$ cat config.mk
export PLATFORM = sky130hd
export DESIGN_NAME = l1_tag_top
export DESIGN_NICKNAME = d
export VERILOG_FILES = /design/src/verilog/l1_tag_pkg.sv /design/src/verilog/hit_resolve.sv /design/src/verilog/l1_tag_top.sv /design/src/verilog/tag_mem.sv /design/src/verilog/tag_request_decode.sv
export VERILOG_INCLUDE_DIRS = /design/src /design/src/verilog
export SDC_FILE = /design/constraint.sdc
export NUM_CORES = 2
export LEC_CHECK = 0
export BUFFER_PORTS_ARGS = -buffer_cell sky130_fd_sc_hd__buf_2
export CAP_MARGIN = 20
export CORE_MARGIN = 2
export CORE_UTILIZATION = 55
export DETAILED_ROUTE_END_ITERATION = 16
export GPL_ROUTABILITY_DRIVEN = 1
export PLACE_DENSITY = 0.75
export SLEW_MARGIN = 20
export SYNTH_ARGS = -nofsm -noshare
export SYNTH_HDL_FRONTEND = slang
export SYNTH_SLANG_ARGS = --single-unit
$ cat constraint.sdc
create_clock -name clk -period 9.35 [get_ports clk]
set_input_delay 0.4675 -clock clk [delete_from_list [all_inputs] [get_ports clk]]
set_output_delay 0.4675 -clock clk [all_outputs]
set_load 0.01 [all_outputs]
$ cat src/verilog/l1_cache_cfg.svh
// L1 cache geometry
// Sizes of the set index, line offset and tag fields of a 32-bit byte address,
// and the array sizes of the tag side.

`ifndef L1_CACHE_CFG_SVH
`define L1_CACHE_CFG_SVH

// number of sets in each way
`define L1_NUM_SETS 32

// must stay equal to log2 of the set count
`define L1_SET_INDEX_WIDTH 5

// 64-byte lines
`define L1_LINE_OFFSET_WIDTH 6

// everything above the set index is kept as the tag
`define L1_TAG_WIDTH (32 - `L1_LINE_OFFSET_WIDTH - `L1_SET_INDEX_WIDTH)

// the pseudo-LRU tree in the result stage is built for exactly four ways
`define L1_NUM_WAYS 4

`endif

$ cat src/verilog/l1_tag_pkg.sv
// L1 tag side types
// Command encoding and the packed structs that travel from the bus decoder
// through the tag memory to the result stage.

`include "l1_cache_cfg.svh"

package l1_tag_pkg;

	// index of one of the four ways
	typedef logic [1:0] way_t;

	typedef enum logic [1:0]
	{
		CMD_LOOKUP     = 2'd0,
		CMD_FILL       = 2'd1,
		CMD_INVALIDATE = 2'd2
	} tag_cmd_t;

	// request as registered by the bus decoder
	typedef struct packed
	{
		logic                             valid;
		tag_cmd_t                         cmd;
		logic [`L1_SET_INDEX_WIDTH - 1:0] set_idx;
		logic [`L1_TAG_WIDTH - 1:0]       tag;
		way_t                             way;
	} tag_req_t;

	// request after the tag read, with one compare result per way
	typedef struct packed
	{
		logic                             valid;
		tag_cmd_t                         cmd;
		logic [`L1_SET_INDEX_WIDTH - 1:0] set_idx;
		logic [`L1_NUM_WAYS - 1:0]        hit_vec;
		way_t                             way;
	} tag_lookup_t;

	// zero-extended into the bus read data, hit sits in bit 4
	typedef struct packed
	{
		logic hit;
		way_t hit_way;
		way_t victim_way;
	} tag_resp_t;

endpackage

$ cat src/verilog/hit_resolve.sv
// Result stage of the L1 tag side
// Encodes the hit way, keeps three tree pseudo-LRU bits per set for the
// victim choice, and returns the response word with a one-cycle ack.

`timescale 1ns/1ns
`include "l1_cache_cfg.svh"

module hit_resolve
	import l1_tag_pkg::*;
	(
	input  logic        clk,
	input  logic        reset_i,
	input  tag_lookup_t lookup_i,
	output logic        wb_ack_o,
	output logic [31:0] wb_dat_o
	);

	// bit 0 picks the pair, bit 1 works inside ways 0/1, bit 2 inside ways 2/3
	logic [2:0] plru_bits [`L1_NUM_SETS];

	logic       is_lookup;
	logic       hit_any;
	way_t       hit_way;
	way_t       victim_way;
	logic [2:0] tree;
	logic       touch;
	way_t       touch_way;
	logic [2:0] tree_next;
	tag_resp_t  resp_d;
	tag_resp_t  resp_q;
	logic       ack_q;

	assign is_lookup = lookup_i.valid && (lookup_i.cmd == CMD_LOOKUP);
	assign hit_any = |lookup_i.hit_vec;
	assign tree = plru_bits[lookup_i.set_idx];

	// lowest hitting way wins
	always_comb
	begin
		hit_way = '0;
		for (int w = `L1_NUM_WAYS - 1; w >= 0; w--)
			if (lookup_i.hit_vec[w])
				hit_way = way_t'(w);
	end

	// victim is taken from the tree as it stands before this access
	assign victim_way = tree[0] ? {1'b1, tree[2]} : {1'b0, tree[1]};

	// hits and fills make the tree point away from the way just used
	assign touch = (is_lookup && hit_any) ||
		(lookup_i.valid && (lookup_i.cmd == CMD_FILL));
	assign touch_way = is_lookup ? hit_way : lookup_i.way;

	always_comb
	begin
		tree_next = tree;
		tree_next[0] = ~touch_way[1];
		if (touch_way[1])
			tree_next[2] = ~touch_way[0];
		else
			tree_next[1] = ~touch_way[0];
	end

	assign resp_d = is_lookup ? '{hit: hit_any, hit_way: hit_way, victim_way: victim_way} : '0;

	always_ff @(posedge clk)
	begin
		if (reset_i)
		begin
			for (int s = 0; s < `L1_NUM_SETS; s++)
				plru_bits[s] <= 3'b000;
			ack_q <= 1'b0;
		end
		else
		begin
			if (touch)
				plru_bits[lookup_i.set_idx] <= tree_next;
			ack_q <= lookup_i.valid;
		end
	end

	always_ff @(posedge clk)
	begin
		if (lookup_i.valid)
			resp_q <= resp_d;
	end

	assign wb_ack_o = ack_q;
	assign wb_dat_o = 32'(resp_q);

endmodule

$ cat src/verilog/l1_tag_top.sv
// L1 cache tag side, top level
// Wishbone classic slave made of the request decoder, the four-way tag memory
// and the hit and pseudo-LRU result stage.

`timescale 1ns/1ns

module l1_tag_top
	import l1_tag_pkg::*;
	(
	input  logic        clk,
	input  logic        reset_i,
	input  logic        wb_cyc_i,
	input  logic        wb_stb_i,
	input  logic        wb_we_i,
	input  logic [31:0] wb_adr_i,
	input  logic [31:0] wb_dat_i,
	output logic        wb_ack_o,
	output logic [31:0] wb_dat_o
	);

	tag_req_t    req;
	tag_lookup_t lookup;

	tag_request_decode decode0
	(
		.clk      (clk),
		.reset_i  (reset_i),
		.wb_cyc_i (wb_cyc_i),
		.wb_stb_i (wb_stb_i),
		.wb_we_i  (wb_we_i),
		.wb_adr_i (wb_adr_i),
		.wb_dat_i (wb_dat_i),
		.wb_ack_i (wb_ack_o),
		.req_o    (req)
	);

	tag_mem mem0
	(
		.clk      (clk),
		.reset_i  (reset_i),
		.req_i    (req),
		.lookup_o (lookup)
	);

	// ack goes out on the bus and back to the decoder to release busy
	hit_resolve resolve0
	(
		.clk      (clk),
		.reset_i  (reset_i),
		.lookup_i (lookup),
		.wb_ack_o (wb_ack_o),
		.wb_dat_o (wb_dat_o)
	);

endmodule

$ cat src/verilog/tag_mem.sv
// Four-way tag memory of the L1 cache
// Holds a valid bit and a tag per line. The four ways are read in parallel for
// the request's set, and the registered tags are compared against the request
// tag one cycle later. Fills and invalidates write the way the master chose.

`timescale 1ns/1ns
`include "l1_cache_cfg.svh"

module tag_mem
	import l1_tag_pkg::*;
	(
	input  logic        clk,
	input  logic        reset_i,
	input  tag_req_t    req_i,
	output tag_lookup_t lookup_o
	);

	// tag storage, one array per way
	logic [`L1_TAG_WIDTH - 1:0] tag_array [`L1_NUM_WAYS][`L1_NUM_SETS];

	// valid bits kept as flat vectors so that reset can clear them in one go
	logic [`L1_NUM_SETS - 1:0] valid_bits [`L1_NUM_WAYS];

	// read side, registered at the same edge as the request
	logic [`L1_TAG_WIDTH - 1:0] tag_q [`L1_NUM_WAYS];
	logic [`L1_NUM_WAYS - 1:0]  valid_q;
	tag_req_t                   req_q;

	logic [`L1_NUM_WAYS - 1:0] way_sel;
	logic [`L1_NUM_WAYS - 1:0] hit_vec;
	logic                      fill_en;
	logic                      inval_en;

	assign fill_en = req_i.valid && (req_i.cmd == CMD_FILL);
	assign inval_en = req_i.valid && (req_i.cmd == CMD_INVALIDATE);

	// one-hot select of the way a fill or invalidate targets
	always_comb
	begin
		for (int w = 0; w < `L1_NUM_WAYS; w++)
			way_sel[w] = (req_i.way == way_t'(w));
	end

	// tag read and write, a read of the set being written returns the old tag
	always_ff @(posedge clk)
	begin
		for (int w = 0; w < `L1_NUM_WAYS; w++)
		begin
			tag_q[w] <= tag_array[w][req_i.set_idx];
			if (fill_en && way_sel[w])
				tag_array[w][req_i.set_idx] <= req_i.tag;
		end
	end

	// valid bits and their registered read
	always_ff @(posedge clk)
	begin
		if (reset_i)
		begin
			for (int w = 0; w < `L1_NUM_WAYS; w++)
				valid_bits[w] <= '0;
			valid_q <= '0;
		end
		else
		begin
			for (int w = 0; w < `L1_NUM_WAYS; w++)
			begin
				valid_q[w] <= valid_bits[w][req_i.set_idx];
				if (way_sel[w])
				begin
					if (fill_en)
						valid_bits[w][req_i.set_idx] <= 1'b1;
					else if (inval_en)
						valid_bits[w][req_i.set_idx] <= 1'b0;
				end
			end
		end
	end

	// request follows the read data through the stage
	always_ff @(posedge clk)
	begin
		if (reset_i)
			req_q.valid <= 1'b0;
		else
			req_q.valid <= req_i.valid;
	end

	always_ff @(posedge clk)
	begin
		req_q.cmd <= req_i.cmd;
		req_q.set_idx <= req_i.set_idx;
		req_q.tag <= req_i.tag;
		req_q.way <= req_i.way;
	end

	// a way hits only if its line is valid and the stored tag matches
	always_comb
	begin
		for (int w = 0; w < `L1_NUM_WAYS; w++)
			hit_vec[w] = valid_q[w] && (tag_q[w] == req_q.tag);
	end

	always_comb
	begin
		lookup_o.valid = req_q.valid;
		lookup_o.cmd = req_q.cmd;
		lookup_o.set_idx = req_q.set_idx;
		lookup_o.hit_vec = hit_vec;
		lookup_o.way = req_q.way;
	end

endmodule

$ cat src/verilog/tag_request_decode.sv
// Wishbone classic slave front end of the tag side
// Accepts one bus cycle at a time, splits the address into tag and set index
// and turns the cycle into a typed request. Busy holds until the ack returns.

`timescale 1ns/1ns
`include "l1_cache_cfg.svh"

module tag_request_decode
	import l1_tag_pkg::*;
	(
	input  logic        clk,
	input  logic        reset_i,
	input  logic        wb_cyc_i,
	input  logic        wb_stb_i,
	input  logic        wb_we_i,
	input  logic [31:0] wb_adr_i,
	input  logic [31:0] wb_dat_i,
	input  logic        wb_ack_i,
	output tag_req_t    req_o
	);

	logic     busy;
	logic     accept;
	tag_cmd_t cmd_d;
	tag_req_t req_q;

	// the master holds stb until it sees ack, so busy keeps the held cycle
	// from being taken a second time
	assign accept = wb_cyc_i && wb_stb_i && !busy;

	// a read is a lookup, a write carries fill or invalidate in bit 0
	always_comb
	begin
		if (!wb_we_i)
			cmd_d = CMD_LOOKUP;
		else if (wb_dat_i[0])
			cmd_d = CMD_FILL;
		else
			cmd_d = CMD_INVALIDATE;
	end

	always_ff @(posedge clk)
	begin
		if (reset_i)
		begin
			busy <= 1'b0;
			req_q.valid <= 1'b0;
		end
		else
		begin
			if (wb_ack_i)
				busy <= 1'b0;
			else if (accept)
				busy <= 1'b1;
			req_q.valid <= accept;
		end
	end

	always_ff @(posedge clk)
	begin
		if (accept)
		begin
			req_q.cmd <= cmd_d;
			req_q.set_idx <= wb_adr_i[`L1_LINE_OFFSET_WIDTH +: `L1_SET_INDEX_WIDTH];
			req_q.tag <= wb_adr_i[31 -: `L1_TAG_WIDTH];
			req_q.way <= wb_dat_i[2:1];
		end
	end

	assign req_o = req_q;

endmodule
==> metrics.txt <==
Synth Area per Inst=21.5 µm²; Setup TNS Final=0 ps; worst endpoint data arrival time=5220 ps; Layout Cells excl Fill=8662; most numerous cell in the Yosys netlist=edfxtp_1; fraction of final layout cells sized beyond drive strength 1=0.256; H-tree depth=5; WL final=299000 µm; worst-path fanout max=50; status=finished, final reports clean; portion of netlist area occupied by mux cells=0.141; Fin Clk Skew=52.6 ps; #FFs+latches synth=3069; DP HPWL=158000 µm; Area Growth Syn to Fin=12.3%; Sequential cell area=0.0909 mm²; synth cell count leaders=edfxtp_1 (2947), mux4_2 (728), nor2_1 (395); post-synthesis simple-gate area fraction=0.0267; vias in the first global route=59070; Clock Pin Slew Worst Setup and Hold Paths=60 ps; first-pass GRT wire length=428000 µm; Setup Crit Path Kind=reg -> reg; Worst setup SP type=register; clock share of power=0.426; register area share after synthesis=0.781; Adder-Cell Fraction of Synth Area=0; Worst setup EP type=register; leading area contributor after synthesis=edfxtp_1; initial antenna violation count=13; Cell Rows=168; fin crit period=4680 ps; post_cts resized=0; Tcrit/Tclk final=0.501; Syn. warnings=0; port buffer count=39; R2R Setup Slk=4670 ps; Combinational Power Share=0.034; Worst Hold Slack=254 ps; Root Driver=clkbuf_16; Internal=22.4 mW; synthesized area=0.116 mm²; 1st-iter DRT viols=9852; Post-CTS Setup Repair Bufs=0; Routed Antenna Nets=0; # Max-Cap Violations=0; Slew @ Worst Pin=around 1200 ps; Cells after DPL=about 8100; die area=0.215 mm²; largest net degree at the start of global routing=147; wire per inst=34.5 µm; # nets final=~5700; Synth Area in Compound Gates=0.0303; 1st-pass router iterations=7; total track usage=0.278; grt total ovfl=0; Async SR Flop Fraction=0; routability cong.=0.899; die height=464 µm; multi-input logic area=roughly 0.025 mm²; Peak supply drop=0.181 mV; Max clock buf depth=4; Post-synth EDFFs=2947; area share of the largest cell type after synthesis=0.760; Hold/Removal Path Class=in -> reg; Syn Inst Count=5421; Post-DP Area=approximately 0.12 mm²; Post-synth top flop=edfxtp_1; f_max=214 MHz; largest family of logic cells by synthesized area=multiplexers; CP required=9890 ps; initial core utilization=0.554; DRC errors left=0; Layout fillers=13469; Final Hold Violating Endpoints=0; Vias per Instance=~7; vias=59097; Pins Over Slew Limit=0; min setup slack post-route=4670 ps; CTS sink count=around 3100; switching power=5.71 mW; Sw Share=0.203; count of different cell masters after synthesis=45; final setup violating endpoints=0; CTS buffer count=313; Lkg Pwr=40.1 nW; die boundary width=464 µm; core area=0.210 mm²; RSZ-0062 raised after global routing=false; CTS tree=yes; clk_lat worst skew=950 ps; Place WS=4800 ps; Power Density=215 mW/mm²; synth top area cells=edfxtp_1 (76%), mux4_2 (14%), a22oi_1 (2.3%); Finished Cell Area=0.131 mm²; Reg power frac=0.540; # IOs=102; XOR/XNOR Fraction of Synth Area=0.00640; Rel. slew slack=0.233
==> layout by cell type (no fill, tap or decap), types with 46 or more instances in the layout <==
master     synthesis  layout
a22oi_1          357     357
buf_4             30     151
clkbuf_1         254      84
clkbuf_16          0     319
clkinv_1           0      50
dfxtp_1          122     121
edfxtp_1        2947    2947
mux4_2           728     728
nand2_1           47      46
nand4_1          103     103
nor2_1           395     265
nor2_2             0      52
nor2_4             0      78
xnor2_1           52      52
==> per-layer routing <==
layer	vias up	track usage	share of wire
li1	23029	-	-
met1	30825	0.383	0.35
met2	4486	0.428	0.47
met3	749	0.0725	0.14
met4	8	0.111	0.044
met5	-	0	0.00017
==> cell families (layout without fill, tap and decap cells) <==
kind of cell,Yosys count,in the layout
compound gates,478,478
xor+xnor,85,85
buf+inv,382,786
flops,3069,3069
mux,729,729
other cells,1,33
simple gates,677,677
==> stage by stage <==
step,power (mW),utilization
after detailed placement,16.4,0.574
after floorplan,16.0,-
after global placement,16.4,0.574
after global routing,28.7,0.622
after CTS,28.1,0.622
final,28.1,0.622
==> worst max-delay path: stages (launching register included) <==
cell and delay, ps:
edfxtp_1 640, and3_4 880, buf_4 890, nand2_1 790, nor2_4 1020
==> repair_timing <==
| action | CTS | global route |
|---|---|---|
| hold buffers | 35 | 0 |
| endpoints found under the setup margin | 0 | 0 |
| hold endpoints to repair | 33 | 0 |
==> path summary, 6_finish.rpt <==
check,from,to,cells after the start
setup / recovery,decode0.req_o[26],mem0.tag_array[2][68],4
hold / removal,wb_adr_i[30],decode0.req_o[21],2
setup reg to reg,decode0.req_o[26],mem0.tag_array[2][68],4
hold reg to reg,resolve0.wb_ack_o,decode0.busy,1
==> area by class of cell <==
class | count | area share
inverter | 4 | 0.000115
multi-input combinational | 1996 | 0.189
clock buffer | 427 | 0.0660
antenna | 6 | 0.000115
timing repair buffer | 234 | 0.0141
tap | 2805 | 0.0269
clock inverter | 121 | 0.00803
sequential | 3069 | 0.696
==> power groups by stage <==
stage / combinational (mW) / sequential, mW / clock [mW]
after floorplan: 0.556 / 15.5 / 0
after global placement: 0.895 / 15.5 / 0
after detailed placement: 0.916 / 15.5 / 0
after CTS: 0.935 / 15.2 / 12.0
after global routing: 0.992 / 15.2 / 12.5
final: 0.945 / 15.2 / 12.0
==> flip-flops by register name, indices dropped and copies added, names as in the netlist <==
register	flops
mem0.valid_q	4
decode0.req_o	31
mem0.tag_q	84
resolve0.plru_bits	96
mem0.tag_array	2688
mem0.valid_bits	128
resolve0.wb_dat_o	5
mem0.lookup_o	10
decode0.busy	1
mem0.req_q	21
resolve0.wb_ack_o	1
Note: power is estimated with default switching activity, not from simulation.
